**src/soc_pkg.sv**
```systemverilog
package soc_pkg;

	// ======================================================================
	// Address map fields
	// ======================================================================

	// Top nibble selects the target region
	localparam int REGION_LSB = 28;
	localparam int REGION_WIDTH = 4;

	// Byte offset within a 32-bit word
	localparam int WORD_LSB = 2;

	typedef logic [31:0] addr_t;
	typedef logic [31:0] data_t;

	// Mapped regions, all other nibble values are unmapped
	typedef enum logic [REGION_WIDTH-1:0] {
		REGION_RAM = 4'h1,
		REGION_LED = 4'h4
	} region_e;

	// Arbiter owner, one grant state per master
	typedef enum logic [1:0] {
		ARB_IDLE = 2'd0,
		ARB_IBUS = 2'd1,
		ARB_DBUS = 2'd2,
		ARB_DMA  = 2'd3
	} arb_state_e;

	// ======================================================================
	// Bus payloads
	// ======================================================================

	// Instruction fetch request, always a read
	typedef struct packed {
		logic  valid;
		addr_t addr;
	} fetch_req_t;

	// Data or DMA request, rw high for a write
	typedef struct packed {
		logic  valid;
		logic  rw;
		addr_t addr;
		data_t wdata;
	} bus_req_t;

	// Response back to a master, ready is a single-cycle pulse
	typedef struct packed {
		logic  ready;
		data_t rdata;
	} bus_rsp_t;

	// Request toward the targets, strobe is high for one cycle per transfer
	typedef struct packed {
		logic  strobe;
		logic  rw;
		addr_t addr;
		data_t wdata;
	} strobe_t;

endpackage

```
**src/system_bus.sv**
```systemverilog
`timescale 1ns/100ps

module system_bus #(
	parameter int LED_WIDTH = 10
) (
	input  logic                 clock,
	input  logic                 i_arst_n,
	input  soc_pkg::strobe_t     i_strobe,
	input  soc_pkg::bus_rsp_t    i_ram_rsp,
	output soc_pkg::strobe_t     o_ram_strobe,
	output soc_pkg::bus_rsp_t    o_rsp,
	output logic [LED_WIDTH-1:0] o_leds,
	output logic                 o_bus_fault
);

	soc_pkg::region_e     region;
	logic                 ram_select;
	logic                 led_select;
	logic [LED_WIDTH-1:0] led_q;
	logic                 local_ready_q;
	logic                 fault_q;
	soc_pkg::data_t       local_rdata_q;

	// ======================================================================
	// Region decode
	// ======================================================================

	assign region = soc_pkg::region_e'(
		i_strobe.addr[soc_pkg::REGION_LSB +: soc_pkg::REGION_WIDTH]);

	assign ram_select = (region == soc_pkg::REGION_RAM);
	assign led_select = (region == soc_pkg::REGION_LED);

	// RAM sees the strobe only for its own region
	always_comb begin
		o_ram_strobe        = i_strobe;
		o_ram_strobe.strobe = i_strobe.strobe && ram_select;
	end

	// ======================================================================
	// LED register
	// ======================================================================

	always_ff @(posedge clock or negedge i_arst_n) begin
		if (!i_arst_n) begin
			led_q <= '0;
		end else if (i_strobe.strobe && led_select && i_strobe.rw) begin
			led_q <= i_strobe.wdata[LED_WIDTH-1:0];
		end
	end

	assign o_leds = led_q;

	// ======================================================================
	// Local response for LED and unmapped accesses
	// ======================================================================

	always_ff @(posedge clock or negedge i_arst_n) begin
		if (!i_arst_n) begin
			local_ready_q <= 1'b0;
			fault_q       <= 1'b0;
		end else begin
			local_ready_q <= i_strobe.strobe && !ram_select;
			// Fault marks an unmapped access, same cycle as its ready
			fault_q       <= i_strobe.strobe && !ram_select && !led_select;
		end
	end

	// LED access returns the current value at any offset, unmapped reads zero
	always_ff @(posedge clock) begin
		if (i_strobe.strobe && !ram_select) begin
			if (led_select) begin
				local_rdata_q <= soc_pkg::data_t'(led_q);
			end else begin
				local_rdata_q <= '0;
			end
		end
	end

	assign o_bus_fault = fault_q;

	// Address is held by the arbiter until ready, so decode steers the mux
	always_comb begin
		if (ram_select) begin
			o_rsp = i_ram_rsp;
		end else begin
			o_rsp = '{ready: local_ready_q, rdata: local_rdata_q};
		end
	end

endmodule

```
**config.mk**
```make
export PLATFORM = sky130hd
export DESIGN_NAME = system_bus
export DESIGN_NICKNAME = d
export VERILOG_FILES = /design/src/soc_pkg.sv /design/src/system_bus.sv
export SDC_FILE = /design/constraint.sdc
export NUM_CORES = 1
export LEC_CHECK = 0
export BUFFER_PORTS_ARGS = -buffer_cell sky130_fd_sc_hd__buf_2
export CAP_MARGIN = 30
export CORE_AREA = 2 2 83 85
export CTS_CLUSTER_SIZE = 25
export DETAILED_ROUTE_END_ITERATION = 10
export DIE_AREA = 0 0 85 87
export PLACE_DENSITY = 0.77
export SLEW_MARGIN = 20
export SYNTH_ARGS = -nofsm -noshare
export SYNTH_HDL_FRONTEND = slang
export SYNTH_SLANG_ARGS = --single-unit
```
**constraint.sdc**
```tcl
create_clock -name clock -period 1.43 [get_ports clock]
set_input_delay 0.286 -clock clock [delete_from_list [all_inputs] [get_ports clock]]
set_output_delay 0.286 -clock clock [all_outputs]
set_load 0.05 [all_outputs]
```
==> impl.org <==
** Floorplanning
- Core Area :: 6570 um^2
- Die X-Extent :: 85 um
- I/O pin count :: 211
- For this configuration, the core starts out at a cell density of 0.246.
- Vertical die dimension :: 87 um
- The die covers 7400 um^2.
- Row generation in the floorplan step produced 30 rows.

** Logic synthesis
- After synthesis, the mean cell area works out to 10.7 um^2.
- The number of different library cells used by synthesis comes to 11.
- Net count after synthesis :: 252
- Post-synthesis instance total :: 151
- After synthesis the cells add up to 1620 um^2.
- Dominant cell type by area after synthesis :: sky130_fd_sc_hd__buf_4
- Synthesis inferred 22 register bits.
- Synthesis Warnings :: 0
- Portion of the post-synthesis area used by sequential elements :: 0.371
- XOR/XNOR Fraction of Synth Area :: 0
- Synth top area share :: 0.306
- Of the total synthesized cell area, the portion taken by AND, OR, NAND and NOR gates is 0.163.
- Arithmetic-cell share of the synthesized area counting full adders, half adders and majority gates :: 0
- Main combinational cell family by area after synthesis :: buffers and inverters
- Leading cell types by total area after synthesis :: sky130_fd_sc_hd__buf_4 31%, sky130_fd_sc_hd__dfrtp_1 19%, sky130_fd_sc_hd__edfxtp_1 19%, sky130_fd_sc_hd__mux2_2 15%, sky130_fd_sc_hd__and2_1 13%
- The fraction of the mapped netlist area in compound gates was 0.
- Share of synthesized area spent on multiplexers :: 0.146

** Routing
- Number of detailed-routing iterations run before antenna repair :: 3
- Routed WL per cell :: 14.6 um
- Remaining routing DRC violations :: 0
- For this block, the routed nets add up to 4310 um of wire.
- The detailed router placed 1187 vias in this run.
- Detailed router's first-iteration violation count :: 14
- Post-detailed-route via-to-cell ratio :: 4.02
- Count of nets left with antenna violations after detail routing :: 0

** GRT
- In the global route stage, overall resource usage came out at 0.108.
- Grt total ovfl :: 0
- Wire length of the first global-routing pass :: 6270 um
- Largest net degree at the start of global routing :: 13
- Vias in the first global route :: 1218
- Antenna violations before repair :: 0

** Clock tree
- In this run the number of H-tree levels came out at 1.
- Clock tree from TritonCTS :: done
- Clock transition at the registers of the reported paths :: 70 ps
- Clock tree root buffer cell :: sky130_fd_sc_hd__clkbuf_8
- Clock latency on the worst-skew pair :: 260 ps
- Inserted Clock Buffers :: 3
- Sinks on Clock Net :: 22
- Counting along the longest clock path gives a buffer depth of 2.

** Place
- During placement, the flow inserted port buffers numbering 110.
- Routability-driven placement finished with a final weighted congestion of 0.637.
- The HPWL after detailed placement is 2960 um.
- Total cell area at the placement stage :: 1910 um^2

** Worst setup path
- The startpoint identified for the worst register-to-register timing path is o_leds[4]$_DFFE_PN0P_.
- Crit path arrival time :: 1440 ps
- For the worst flop-to-flop path, the logic depth is 1.
- Crit path buf inv count :: 4
- Tracing the worst setup path back leads to its startpoint at i_strobe[63].
- Broken down by cell family, the worst path's largest delay share belongs to buffers and inverters.
- Setup slack of the most critical reg-to-reg path :: 640 ps
- Along the worst path, the maximum fanout reaches 6.
- At the worst endpoint, the required time is 1140 ps.
- The worst register-to-register path ends at o_leds[4]$_DFFE_PN0P_.
- The critical path goes through buf_8, nor4b_4, buf_6, buf_12, mux2_4, buf_6.
- Crit. End Element :: output port
- The largest individual stage delay along the critical path comes from the cell sky130_fd_sc_hd__mux2_4.
- STA classifies the critical path startpoint as a primary input.
- The critical path in this run is classified as in -> out.
- For this run, the slowest stage of the critical path takes 310 ps.
- In this design, the critical path's most frequently occurring cell is sky130_fd_sc_hd__buf_6.

** STA
- For this run, the top clock speed supported by timing is 578 MHz.
- Max-slew violation count :: 0
- Setup repair after global routing missed its margin :: yes
- Final Hold Violating Endpoints :: 0
- Total of endpoints with negative setup slack in the final report :: 44
- Of the available clock period, the critical path in the final layout requires 1.21.
- Once routing completed, OpenROAD measured the worst setup slack at -299 ps.
- For the pin with the worst max-slew slack, the measured transition is 339 ps.
- Measured against its own limit, the worst slew margin works out to 0.773.
- In the final timing run, aggregate negative setup slack is -8420 ps.
- Worst clock skew :: 0.681 ps
- After layout, the minimum clock period comes to 1730 ps.
- Across all hold checks on the routed design, the worst slack comes to 267 ps.

** Power and ir drop
- Power share of the combinational group :: 0.426
- Sequential fraction of design power :: 0.385
- Of the total power, the share spent switching nets is 0.379.
- Static power due to leakage :: 1.27 nW
- Worst-case vdd ir drop :: 0.755 mV
- Portion of total power attributed to the clock network :: 0.189
- Power per standard cell area :: 793 nW/um^2
- In this run the power spent charging and discharging nets is 767 uW.
- Internal power comes to 1.26 mW.

** Final layout
- Fill count :: 617
- P&R area growth vs syn :: 57.7%
- The finished cells cover 2550 um^2.
- The number of antenna diodes in the final layout is 0.
- Of the cells placed in the final design, the portion with a size suffix greater than 1 is 0.837.
- At the end of the flow, the number of nets in the layout was 317.
- Once layout is complete, the utilization of the core stands at 0.389.

** Worst hold path
- Counting instances, the worst hold path has a depth of 2.
- The min-delay analysis places its worst path in the category in -> reg.
- The startpoint identified for the worst hold timing path is i_strobe[8].
- Worst Hold End :: o_leds[8]$_DFFE_PN0P_

** Run
- # Max-Cap Violations :: 0

** Run status
- Run status :: finished with violations
- The final reports fail on setup timing.
[sequential cells by signal (all words and copies together) (netlist names)]
name / flops
local_rdata_q: 10
o_bus_fault: 1
o_leds: 10
local_ready_q: 1
[Yosys cell counts (all sizes together)]
library cell  number
buf               67
and2              33
mux2              21
dfrtp             12
edfxtp            10
clkbuf             3
nor2b              2
nor4b              2
and3               1
[power groups by stage]
| stage | Combinational (mW) | Sequential [mW] | Clock, mW |
|---|---|---|---|
| finish | 0.864 | 0.779 | 0.382 |
| floorplan | 0.707 | 0.987 | 0 |
| global placement | 0.711 | 0.790 | 0 |
| global route | 0.897 | 0.790 | 0.414 |
| CTS | 0.858 | 0.780 | 0.391 |
| detailed placement | 0.721 | 0.791 | 0 |
[logic make-up after synthesis]
| group | after synthesis |
|---|---|
| buffers and inverters | 70 |
| flip-flops | 22 |
| multiplexers | 21 |
| AND/OR/NAND/NOR | 38 |
[cell type report]
class                           count  area (um^2)  area share
Clock inverter                      1         3.75     0.00147
Tap cell                           80          100      0.0392
Sequential cell                    22          601       0.235
Timing Repair Buffer              130         1160       0.454
Clock buffer                        3         41.3      0.0162
Multi-Input combinational cell     59          649       0.254
[repair_timing]
item | CTS | global route
setup buffers | 5 | 4
gates cloned | 4 | 0
hold buffers | 1 | 0
pin swaps | 9 | 4
resized for setup | 125 | 21
endpoints found under the setup margin | 55 | 44
endpoints found under the hold margin | 12 | 0
[how the worst max path moves through the flow]
stage,end,slack [ps],cells past startpoint
global placement,o_rsp[32],-480,5
finish,o_rsp[5],-300,6
detailed placement,o_rsp[2],-520,5
floorplan,o_rsp[3],-180,3
global route,o_rsp[5],-340,6
CTS,o_rsp[1],-310,6
[layer usage]
layer  global-route usage  up-vias  wire (um)
met4               0.0289        0         36
met2                0.197       74       2430
met1                0.126      552       1560
li1                     -      555          -
met5                    0        -          0
met3               0.0265        6        283
[cell usage in the layout, fill, tap and decap left out, types with 7 or more instances in the layout]
master / netlist / final
sky130_fd_sc_hd__buf_8: 0 / 31
sky130_fd_sc_hd__buf_4: 66 / 7
sky130_fd_sc_hd__and2_2: 0 / 7
sky130_fd_sc_hd__and2_1: 33 / 10
sky130_fd_sc_hd__mux2_4: 0 / 21
sky130_fd_sc_hd__dfrtp_1: 12 / 12
sky130_fd_sc_hd__and2_4: 0 / 16
sky130_fd_sc_hd__edfxtp_1: 10 / 10
sky130_fd_sc_hd__buf_2: 0 / 73
sky130_fd_sc_hd__buf_6: 1 / 14
[per-stage QoR]
step / total power [mW] / std cells / setup slack, ps
floorplan: 1.69 / 151 / -181
global placement: 1.50 / 281 / -475
detailed placement: 1.51 / 281 / -524
CTS: 2.03 / 294 / -307
global route: 2.10 / 295 / -341
finish: 2.03 / 295 / -299
(Power assumes the default switching activity.)
