===== config.mk =====
export PLATFORM = sky130hd
export DESIGN_NAME = bus_arbiter
export DESIGN_NICKNAME = d
export VERILOG_FILES = /design/src/soc_pkg.sv /design/src/bus_arbiter.sv
export SDC_FILE = /design/constraint.sdc
export NUM_CORES = 1
export LEC_CHECK = 0
export BUFFER_PORTS_ARGS = -buffer_cell sky130_fd_sc_hd__buf_2
export CAP_MARGIN = 20
export CELL_PAD_IN_SITES_DETAIL_PLACEMENT = 0
export CELL_PAD_IN_SITES_GLOBAL_PLACEMENT = 1
export CORE_AREA = 2 2 141 143
export DETAILED_ROUTE_END_ITERATION = 10
export DIE_AREA = 0 0 143 145
export MAX_ROUTING_LAYER = met4
export PLACE_DENSITY_LB_ADDON = 0.3
export SYNTH_ARGS = -nofsm -noshare
export SYNTH_HDL_FRONTEND = slang
export SYNTH_SLANG_ARGS = --single-unit
export TNS_END_PERCENT = 5

===== constraint.sdc =====
create_clock -name clock -period 19.3 [get_ports clock]
set_input_delay 0 -clock clock [delete_from_list [all_inputs] [get_ports clock]]
set_output_delay 0 -clock clock [all_outputs]
set_load 0.05 [all_outputs]

===== src/soc_pkg.sv =====
package soc_pkg;

	// ======================================================================
	// Address map fields
	// ======================================================================

	// Top nibble selects the target region
	localparam int REGION_LSB = 28;
	localparam int REGION_WIDTH = 4;

	// Byte offset within a 32-bit word
	localparam int WORD_LSB = 2;

	typedef logic [31:0] addr_t;
	typedef logic [31:0] data_t;

	// Mapped regions, all other nibble values are unmapped
	typedef enum logic [REGION_WIDTH-1:0] {
		REGION_RAM = 4'h1,
		REGION_LED = 4'h4
	} region_e;

	// Arbiter owner, one grant state per master
	typedef enum logic [1:0] {
		ARB_IDLE = 2'd0,
		ARB_IBUS = 2'd1,
		ARB_DBUS = 2'd2,
		ARB_DMA  = 2'd3
	} arb_state_e;

	// ======================================================================
	// Bus payloads
	// ======================================================================

	// Instruction fetch request, always a read
	typedef struct packed {
		logic  valid;
		addr_t addr;
	} fetch_req_t;

	// Data or DMA request, rw high for a write
	typedef struct packed {
		logic  valid;
		logic  rw;
		addr_t addr;
		data_t wdata;
	} bus_req_t;

	// Response back to a master, ready is a single-cycle pulse
	typedef struct packed {
		logic  ready;
		data_t rdata;
	} bus_rsp_t;

	// Request toward the targets, strobe is high for one cycle per transfer
	typedef struct packed {
		logic  strobe;
		logic  rw;
		addr_t addr;
		data_t wdata;
	} strobe_t;

endpackage


===== src/bus_arbiter.sv =====
`timescale 1ns/100ps

module bus_arbiter (
	input  logic                clock,
	input  logic                i_arst_n,
	input  soc_pkg::fetch_req_t i_ibus,
	input  soc_pkg::bus_req_t   i_dbus,
	input  soc_pkg::bus_req_t   i_dma,
	input  soc_pkg::bus_rsp_t   i_rsp,
	output soc_pkg::bus_rsp_t   o_ibus_rsp,
	output soc_pkg::bus_rsp_t   o_dbus_rsp,
	output soc_pkg::bus_rsp_t   o_dma_rsp,
	output soc_pkg::strobe_t    o_strobe
);

	soc_pkg::arb_state_e state_q;
	soc_pkg::arb_state_e grant;
	logic                strobe_q;
	logic                rw_q;
	soc_pkg::addr_t      addr_q;
	soc_pkg::data_t      wdata_q;

	// Fixed priority: data, then fetch, then DMA
	always_comb begin
		if (i_dbus.valid) begin
			grant = soc_pkg::ARB_DBUS;
		end else if (i_ibus.valid) begin
			grant = soc_pkg::ARB_IBUS;
		end else if (i_dma.valid) begin
			grant = soc_pkg::ARB_DMA;
		end else begin
			grant = soc_pkg::ARB_IDLE;
		end
	end

	// ======================================================================
	// Owner FSM
	// ======================================================================

	always_ff @(posedge clock or negedge i_arst_n) begin
		if (!i_arst_n) begin
			state_q  <= soc_pkg::ARB_IDLE;
			strobe_q <= 1'b0;
		end else begin
			// Strobe only in the first cycle of a grant
			strobe_q <= 1'b0;
			if (state_q == soc_pkg::ARB_IDLE) begin
				if (grant != soc_pkg::ARB_IDLE) begin
					state_q  <= grant;
					strobe_q <= 1'b1;
				end
			end else if (i_rsp.ready) begin
				state_q <= soc_pkg::ARB_IDLE;
			end
		end
	end

	// Latch the winner's fields, held for the whole transfer
	always_ff @(posedge clock) begin
		if (state_q == soc_pkg::ARB_IDLE) begin
			case (grant)
				soc_pkg::ARB_DBUS: begin
					rw_q    <= i_dbus.rw;
					addr_q  <= i_dbus.addr;
					wdata_q <= i_dbus.wdata;
				end
				soc_pkg::ARB_IBUS: begin
					rw_q    <= 1'b0;
					addr_q  <= i_ibus.addr;
					wdata_q <= '0;
				end
				soc_pkg::ARB_DMA: begin
					rw_q    <= i_dma.rw;
					addr_q  <= i_dma.addr;
					wdata_q <= i_dma.wdata;
				end
				default: begin
				end
			endcase
		end
	end

	assign o_strobe = '{strobe: strobe_q, rw: rw_q, addr: addr_q, wdata: wdata_q};

	// Response goes to the owner, everyone else sees zeros
	always_comb begin
		o_ibus_rsp = '0;
		o_dbus_rsp = '0;
		o_dma_rsp  = '0;
		case (state_q)
			soc_pkg::ARB_IBUS: o_ibus_rsp = i_rsp;
			soc_pkg::ARB_DBUS: o_dbus_rsp = i_rsp;
			soc_pkg::ARB_DMA:  o_dma_rsp  = i_rsp;
			default: begin
			end
		endcase
	end

endmodule


==> results_dict.tcl, run 1 <==
set metrics [dict create \
    grt_start_max_net_pins 70 \
    worst_skew_pair.late_latency_ns 0.32 \
    syn2layout_area_growth_pct 69.6 \
    placeableCoreArea_um2 19200 \
    critPathBufInv 2 \
    drcViolationCount 0 \
    vias 5014 \
    timing.critical_path.arrival_ns 2.57 \
    cts.htree.levels 3 \
    grt.overflow.total 0 \
    clock_sinks 68 \
    post_synthesis_instance_area_um2 4180 \
    design.die.area_um2 20700 \
    timing.hold.ws_ns 0.0139 \
    fillerInstances 2007 \
    clock.fmax_mhz 389 \
    run_status "finished, final reports clean" \
    detail-route-antenna-nets 0 \
    synth_top_cell_by_area "sky130_fd_sc_hd__edfxtp_1" \
    globalRouteTotalUtil_pct 16.5 \
    post-route-worst-setup-slack_ns 16.73 \
    ys_types 23 \
    vdd_drop_max_uv 39.2 \
    maxSlewViolCount 0 \
    synth_top_area_share_pct 46.7 \
    period_minus_slack_ns 2.57 \
    clock_tree.root_cell "sky130_fd_sc_hd__clkbuf_16" \
    async_reset_ff_share_pct 4.41 \
    ys_top_cells_by_area "sky130_fd_sc_hd__edfxtp_1, sky130_fd_sc_hd__and2_1, sky130_fd_sc_hd__nor3_1" \
    timing.hold.worst.class "input pin to register" \
    finalClockSkew_ns 0.00448 \
    detailed_place_hpwl_um 12900 \
    endpoint_kind "output pin" \
    netSwitchingPower_mw 0.553 \
    die_height_um 145 \
    total_leakage_power_nw 3.53 \
    num-nets-final 1060 \
    die-width_um 143 \
    yosysSeqAreaShare_pct 48.5 \
    wire_per_inst_um 15.4 \
    synth_nets 658 \
    final_instance_count_excl_fillers 1129 \
    cp_slowest_stage_delay_ns 0.92 \
    drc_violation_total_after_the_first_tritonroute_iteration 218 \
    fp-row-count 51 \
    portBuffers 364 \
    antenna_found_initial 0 \
    post_place_setup_slack_ns 16.55 \
    fin_util_pct 36.9 \
    post-route-period-util_pct 13.3 \
    clk_transition_reported_paths_ns 0.05 \
    first_pass_grt_wire_length_um 25800 \
    worstSetupStartpointType "register" \
    timing.setup.tns_ns 0 \
    power.internal_mw 0.444 \
    max_cap_viols 0 \
    tightest_slew_ns 1.07 \
    p_comb_share_pct 61.1 \
    first_global_vias 4744 \
    dpl_cells 1050 \
    mapped_avg_cell_area_um2 9.13 \
    synth_edf_count 65 \
    synth.yosys.warnings 0 \
    sequentialPowerShare_pct 24.2 \
    ys_ff_latch 68 \
    num_antenna_cells 0 \
    path_max_fanout 35 \
    cp_cell_instances "buf_4 -> nor2b_2 -> and2_1 -> buf_2" \
    routed.top_layer "met4" \
    drtPass1Iterations 7 \
    clockPowerShare_pct 14.8 \
    synth_commonest_cells "sky130_fd_sc_hd__and2_1, sky130_fd_sc_hd__nand2_1, sky130_fd_sc_hd__edfxtp_1" \
    report.power.total_mw 0.997 \
    power-per-cell-area_nw_per_um2 141 \
    crit_family "simple AND/OR/NAND/NOR gates" \
    wl_met2_um 9310 \
    cts-root-to-sink-buffers 2 \
    cts_buffers 9 \
    criticalPathCategory "register to output pin" \
    route.final.wire_length_um 17400 \
    cts_tree "yes" \
    cts.repair.resized 0 \
    power.share.switching_pct 55.4 \
    grt_setup_unrepaired "no" \
    m1WireLength_um 6650 \
    fin_area_um2 7090 \
    drive_gt1_share_pct 45.7 \
    floorplan.io_pins 365 \
    dominantRegCellSynth "sky130_fd_sc_hd__edfxtp_1" \
    gpl.final_weighted_congestion 0.792 \
    finalHoldViolations 0 \
    critPathRequiredTime_ns 19.30 \
    vias_per_cell 4.44 \
    final-setup-viol-count 0 \
    route.met3.wl_um 1210 \
    max-slew-margin-rel_pct 28.6 \
    dpl_cell_area_um2 6180 \
    floorplan.initialDensity_pct 21.8 \
    critical-path-slowest-cell "sky130_fd_sc_hd__nor2b_2" \
    postSynthCellCount 458 \
]
==> cell families (layout without fill, tap and decap cells) <==
group	after synthesis	count (layout)	share of synthesized area (%)
AND/OR/NAND/NOR	269	269	32.4
flip-flops	68	68	48.5
buffers and inverters	50	456	6.20
AO/OA/AOI/OAI	71	71	13.0
==> final timing paths <==
| check | slack, ns | cells past startpoint | from | endpoint |
|---|---|---|---|---|
| setup / recovery | 16.73 | 4 | state_q[0] | o_ibus_rsp[22] |
| hold / removal | 0.01 | 3 | i_dma[1] | wdata_q[1] |
| setup reg to reg | 17.51 | 2 | state_q[1] | wdata_q[2] |
| hold reg to reg | 0.58 | 1 | state_q[1] | strobe_q |
| max in group asynchronous | 19.12 | 2 | i_arst_n | state_q[0] |
| min in group asynchronous | 0.07 | 2 | i_arst_n | state_q[1] |
==> power groups by stage <==
| stage | registers, mW | logic [mW] | clock network, mW |
|---|---|---|---|
| floorplan | 0.401 | 0.302 | 0 |
| global placement | 0.243 | 0.604 | 0 |
| detailed placement | 0.244 | 0.602 | 0 |
| CTS | 0.242 | 0.615 | 0.153 |
| global route | 0.247 | 0.640 | 0.159 |
| finish | 0.241 | 0.609 | 0.147 |
==> registers in the layout (all words and copies together), names as in the netlist <==
name      count
addr_q       32
wdata_q      32
state_q       2
rw_q          1
strobe_q      1
==> routing by layer <==
layer	vias to the layer above	global-route usage, %
met3	15	3.50
met5	-	-
met2	222	30.3
met1	2301	17.7
met4	0	4.75
li1	2476	-
==> layout make-up <==
type | instances | area (µm²) | share of cell area, %
clock buffer | 9 | 225 | 3.18
clock inverter | 6 | 42.5 | 0.600
multi-input combinational | 340 | 1910 | 27.0
inverter | 2 | 7.51 | 0.106
tap | 265 | 332 | 4.68
sequential | 68 | 2030 | 28.6
timing repair buffer | 439 | 2540 | 35.9
==> what timing repair did <==
item,in CTS,in global routing
setup endpoints to repair,0,0
hold buffers,64,0
endpoints found under the hold margin,37,0
buffers inserted,0,0
==> tightest hold or removal path: stages <==
cell and delay, ns:
sky130_fd_sc_hd__buf_2 0.09, sky130_fd_sc_hd__a32oi_1 0.08, sky130_fd_sc_hd__nand2_1 0.06
==> layout by cell type (no fill, tap or decap), types with 3 or more instances in the layout <==
| cell type | count |
|---|---|
| sky130_fd_sc_hd__and3_1 | 33 |
| sky130_fd_sc_hd__clkinvlp_4 | 4 |
| sky130_fd_sc_hd__buf_2 | 364 |
| sky130_fd_sc_hd__dlygate4sd3_1 | 64 |
| sky130_fd_sc_hd__nor2_1 | 33 |
| sky130_fd_sc_hd__buf_4 | 11 |
| sky130_fd_sc_hd__edfxtp_1 | 65 |
| sky130_fd_sc_hd__o22ai_1 | 30 |
| sky130_fd_sc_hd__clkbuf_16 | 9 |
| sky130_fd_sc_hd__nor3_1 | 64 |
| sky130_fd_sc_hd__dfrtp_1 | 3 |
| sky130_fd_sc_hd__nand2_1 | 66 |
| sky130_fd_sc_hd__and2_1 | 66 |
| sky130_fd_sc_hd__a32oi_1 | 33 |
Power figures use the tool's default switching activity.
==> inputs of run 2 (changes only) <==
- CORE_AREA: 2 2 141 143 -> 2 2 142 144
- DIE_AREA: 0 0 143 145 -> 0 0 144 146
- clock period: 19.3 -> 2.16 ns (I/O delays scaled with it)
==> results_dict.tcl, run 2 (synthesis results as in run 1) <==
set metrics [dict create \
    worst_skew_pair.late_latency_ns 0.33 \
    globalRouteTotalUtil_pct 18.5 \
    floorplan.initialDensity_pct 21.6 \
    antenna_found_initial 0 \
    route.final.wire_length_um 19800 \
    tightest_slew_ns 0.443 \
    timing.hold.worst.class "input pin to asynchronous set/reset pin" \
    grt_start_max_net_pins 38 \
    detailed_place_hpwl_um 14700 \
    timing.critical_path.arrival_ns 1.97 \
    cts_buffers 9 \
    drive_gt1_share_pct 45.4 \
    wire_per_inst_um 17.3 \
    drcViolationCount 0 \
    floorplan.io_pins 365 \
    endpoint_kind "output pin" \
    post-route-worst-setup-slack_ns 0.193 \
    post-cts-setup-buffer-count 0 \
    cts_tree "yes" \
    vias_per_cell 4.53 \
    timing.setup.tns_ns 0 \
    final-setup-viol-count 0 \
    detail-route-antenna-nets 0 \
    vdd_drop_max_uv 458 \
    max_cap_viols 0 \
    post_place_setup_slack_ns 0.519 \
    placeableCoreArea_um2 19300 \
    clock_sinks 68 \
    design.die.area_um2 21000 \
    finalClockSkew_ns 0.00677 \
    clock_tree.root_cell "sky130_fd_sc_hd__clkbuf_16" \
    clock.fmax_mhz 508 \
    grt_setup_unrepaired "no" \
    die-width_um 144 \
    max-slew-margin-rel_pct 70.5 \
    num-nets-final 1071 \
    total_leakage_power_nw 3.62 \
    drc_violation_total_after_the_first_tritonroute_iteration 182 \
    cts.htree.levels 3 \
    clk_transition_reported_paths_ns 0.05 \
    die_height_um 146 \
    commonest_cells_after_routing_fill_and_taps_aside "sky130_fd_sc_hd__buf_2, sky130_fd_sc_hd__dlygate4sd3_1, sky130_fd_sc_hd__nand2_1, sky130_fd_sc_hd__and2_1, sky130_fd_sc_hd__edfxtp_1" \
    syn2layout_area_growth_pct 73.3 \
    drtPass1Iterations 5 \
    path_max_fanout 32 \
    period_minus_slack_ns 1.97 \
    portBuffers 364 \
    num_antenna_cells 0 \
    criticalPathCategory "register to output pin" \
    fp-row-count 51 \
    post-route-period-util_pct 91.1 \
    layout.cells.most_common "sky130_fd_sc_hd__buf_2" \
    worstSetupStartpointType "register" \
    vias 5160 \
    maxSlewViolCount 0 \
    fin_util_pct 37.5 \
    grt.overflow.total 0 \
    cts-root-to-sink-buffers 2 \
    gpl.final_weighted_congestion 0.818 \
    first_pass_grt_wire_length_um 28600 \
    finalHoldViolations 0 \
    power-per-cell-area_nw_per_um2 1260 \
    first_global_vias 5060 \
    cts.repair.resized 0 \
    run_status "finished, final reports clean" \
    reg_top3 "addr_q: 32 flops, wdata_q: 32 flops, state_q: 2 flops" \
    critPathRequiredTime_ns 2.16 \
]
run 2: cell count changes in the layout (fill, tap and decap cells not counted), sizes merged:
cell / before / now
dlygate4sd3: 64 / 68
buf: 375 / 382
clkinv: 3 / 4
clkinvlp: 4 / 0
bufinv: 0 / 1
clkbuf: 9 / 11
run 2: worst paths after layout:
| kind | slack [ns] | to | start | cells after the start |
|---|---|---|---|---|
| setup / recovery | 0.19 | o_ibus_rsp[30] | state_q[0] | 5 |
| hold / removal | 0.02 | state_q[1] | i_arst_n | 2 |
| setup reg to reg | 0.63 | wdata_q[25] | state_q[0] | 2 |
| hold reg to reg | 0.63 | strobe_q | state_q[0] | 1 |
| max in group asynchronous | 2.03 | strobe_q | i_arst_n | 2 |
| min in group clock | 0.03 | addr_q[4] | i_dma[36] | 3 |
run 2: metrics by stage:
step	area, µm²	std cells	total power, mW	hold WS [ns]
2_1_floorplan	4210	458	6.27	-0.296
5_1_grt	7240	1140	9.57	0.0231
4_1_cts	7240	1140	9.25	0.00219
3_3_place_gp	6290	1057	7.71	-0.195
3_5_place_dp	6290	1057	7.70	-0.191
6_report	7240	1140	9.15	0.0176
run 2: timing repair:
action	CTS	global route
endpoints found under the setup margin	0	0
endpoints found under the hold margin	38	0
hold buffers	68	0
run 2: critical path, stage by stage (launching register included):
cell and delay, ns:
sky130_fd_sc_hd__dfrtp_1 0.49, sky130_fd_sc_hd__buf_4 0.24, sky130_fd_sc_hd__nor2b_1 0.17, sky130_fd_sc_hd__buf_4 0.28, sky130_fd_sc_hd__and2_1 0.18, sky130_fd_sc_hd__buf_2 0.26
run 2: cell type report:
type	count	area, µm²
clock inverter	4	41.3
sequential	68	2030
timing repair buffer	450	2700
fill	2046	12100
tap	265	332
multi-input combinational	340	1910
inverter	2	7.51
clock buffer	11	233
run 2: report_power, final:
part	switching (mW)	internal (mW)	total, mW
combinational	4.29	1.30	5.60
clock	0.525	0.876	1.40
sequential	0.131	2.02	2.15
total	4.95	4.20	9.15
run 2: layer usage:
| layer | track usage (%) | routed length [µm] |
|---|---|---|
| met4 | 5.44 | 399 |
| met3 | 3.32 | 1230 |
| met5 | - | 0 |
| met2 | 35.7 | 10800 |
| met1 | 18.6 | 7340 |
==> inputs of run 3 (changes only) <==
- PLACE_DENSITY: unset -> 0.75
- PLACE_DENSITY_LB_ADDON: 0.3 -> unset
==> results_dict.tcl, run 3 (synthesis results as in run 1) <==
set metrics [dict create \
    run_status "finished, final reports clean" \
    dpl_cells 1058 \
    timing.hold.worst.class "input pin to register" \
    grt_setup_unrepaired "no" \
    max-slew-margin-rel_pct 54.3 \
    layout.cells.most_common "sky130_fd_sc_hd__buf_2" \
    power-per-cell-area_nw_per_um2 1260 \
    final_instance_count_excl_fillers 1147 \
    clock.fmax_mhz 510 \
    worst_skew_pair.late_latency_ns 0.34 \
    placeableCoreArea_um2 19300 \
    tightest_slew_ns 0.686 \
    final-setup-viol-count 0 \
    num-nets-final 1072 \
    die_height_um 146 \
    vias_per_cell 4.56 \
    design.die.area_um2 21000 \
    detail-route-antenna-nets 0 \
    clock_tree.root_cell "sky130_fd_sc_hd__clkbuf_16" \
    report.power.total_mw 9.36 \
    portBuffers 364 \
    antenna_found_initial 5 \
    first_global_vias 4829 \
    first_pass_grt_wire_length_um 28000 \
    die-width_um 144 \
    cts_buffers 9 \
    grt.overflow.total 0 \
    cts_tree "yes" \
    drc_violation_total_after_the_first_tritonroute_iteration 218 \
    detailed_place_hpwl_um 14900 \
    endpoint_kind "output pin" \
    route.final.wire_length_um 19800 \
    reg_top3 "addr_q: 32 flops, wdata_q: 32 flops, state_q: 2 flops" \
    path_max_fanout 35 \
    finalHoldViolations 0 \
    vias 5231 \
    wl_met2_um 10800 \
    route.met3.wl_um 1320 \
    total_leakage_power_nw 3.66 \
    syn2layout_area_growth_pct 77.3 \
    cts-root-to-sink-buffers 2 \
    globalRouteTotalUtil_pct 18.3 \
    fp-row-count 51 \
    postCtsHoldBufs 68 \
    period_minus_slack_ns 1.96 \
    vdd_drop_max_uv 495 \
    drcViolationCount 0 \
    max_cap_viols 0 \
    drtPass1Iterations 5 \
    post-cts-setup-buffer-count 0 \
    maxSlewViolCount 0 \
    worstSetupStartpointType "register" \
    critPathRequiredTime_ns 2.16 \
    post-route-worst-setup-slack_ns 0.199 \
    cts.htree.levels 3 \
    criticalPathCategory "register to output pin" \
    clock_sinks 68 \
    finalClockSkew_ns 0.00675 \
    drive_gt1_share_pct 46.1 \
    gpl.final_weighted_congestion 0.785 \
    clk_transition_reported_paths_ns 0.06 \
    floorplan.io_pins 365 \
    timing.critical_path.arrival_ns 1.96 \
    routed.top_layer "met4" \
    floorplan.initialDensity_pct 21.6 \
    wire_per_inst_um 17.3 \
    grt_start_max_net_pins 66 \
    m1WireLength_um 7350 \
    post-route-period-util_pct 90.8 \
    commonest_cells_after_routing_fill_and_taps_aside "sky130_fd_sc_hd__buf_2, sky130_fd_sc_hd__dlygate4sd3_1, sky130_fd_sc_hd__nand2_1, sky130_fd_sc_hd__and2_1, sky130_fd_sc_hd__edfxtp_1" \
    cts.repair.resized 0 \
    post_place_setup_slack_ns 0.554 \
]
==> run 3: cell types whose count changed in the layout (fill, tap and decap cells not counted), moves of 2 or more <==
cell	delta
sky130_fd_sc_hd__buf_12	+8
sky130_fd_sc_hd__buf_2	-7
sky130_fd_sc_hd__clkinv_1	-2
sky130_fd_sc_hd__diode_2	+5
==> run 3: where the power goes <==
group | internal [mW] | leakage [nW] | switching, mW
sequential | 2.02 | 0.656 | 0.133
combinational | 1.41 | 2.86 | 4.31
clock | 0.894 | 0.141 | 0.591
total | 4.33 | 3.66 | 5.04
==> run 3: metrics by stage <==
stage	cell area (µm²)	hold slack [ns]	util, %	TNS [ns]
2_1_floorplan	4210	-0.296	-	-43.72
3_3_place_gp	6420	-0.196	33.2	0
3_5_place_dp	6420	-0.198	33.2	0
4_1_cts	7400	0.00433	38.3	0
5_1_grt	7410	0.0185	38.3	0
6_report	7410	0.0148	38.3	0
==> run 3: routing by layer <==
layer | vias up | global-route usage [%]
li1 | 2512 | -
met1 | 2452 | 19.0
met2 | 249 | 34.2
met3 | 18 | 3.32
met4 | 0 | 6.32
met5 | - | -
==> run 3: path summary, 6_finish.rpt <==
check,start,end,slack [ns],cells past startpoint
min reg2reg,state_q[0],strobe_q,0.60,1
max in group asynchronous,i_arst_n,state_q[0],2.01,2
max,state_q[0],o_ibus_rsp[18],0.20,5
min,i_dma[59],addr_q[27],0.01,3
min in group asynchronous,i_arst_n,state_q[1],0.05,2
max reg2reg,state_q[1],addr_q[13],0.65,2
==> run 3: critical path, stage by stage, from the launching register on <==
cell and delay (ns):
sky130_fd_sc_hd__dfrtp_1 0.48, sky130_fd_sc_hd__buf_4 0.32, sky130_fd_sc_hd__nor2b_2 0.21, sky130_fd_sc_hd__buf_4 0.20, sky130_fd_sc_hd__and2_1 0.15, sky130_fd_sc_hd__buf_2 0.26
==> run 3: area by class of cell <==
cell class	count	area (µm²)
Inverter	2	7.51
Antenna cell	5	12.5
Clock inverter	6	63.8
Clock buffer	10	229
Timing Repair Buffer	451	2820
Multi-Input combinational cell	340	1920
Sequential cell	68	2030
Fill cell	2006	11900
Tap cell	265	332
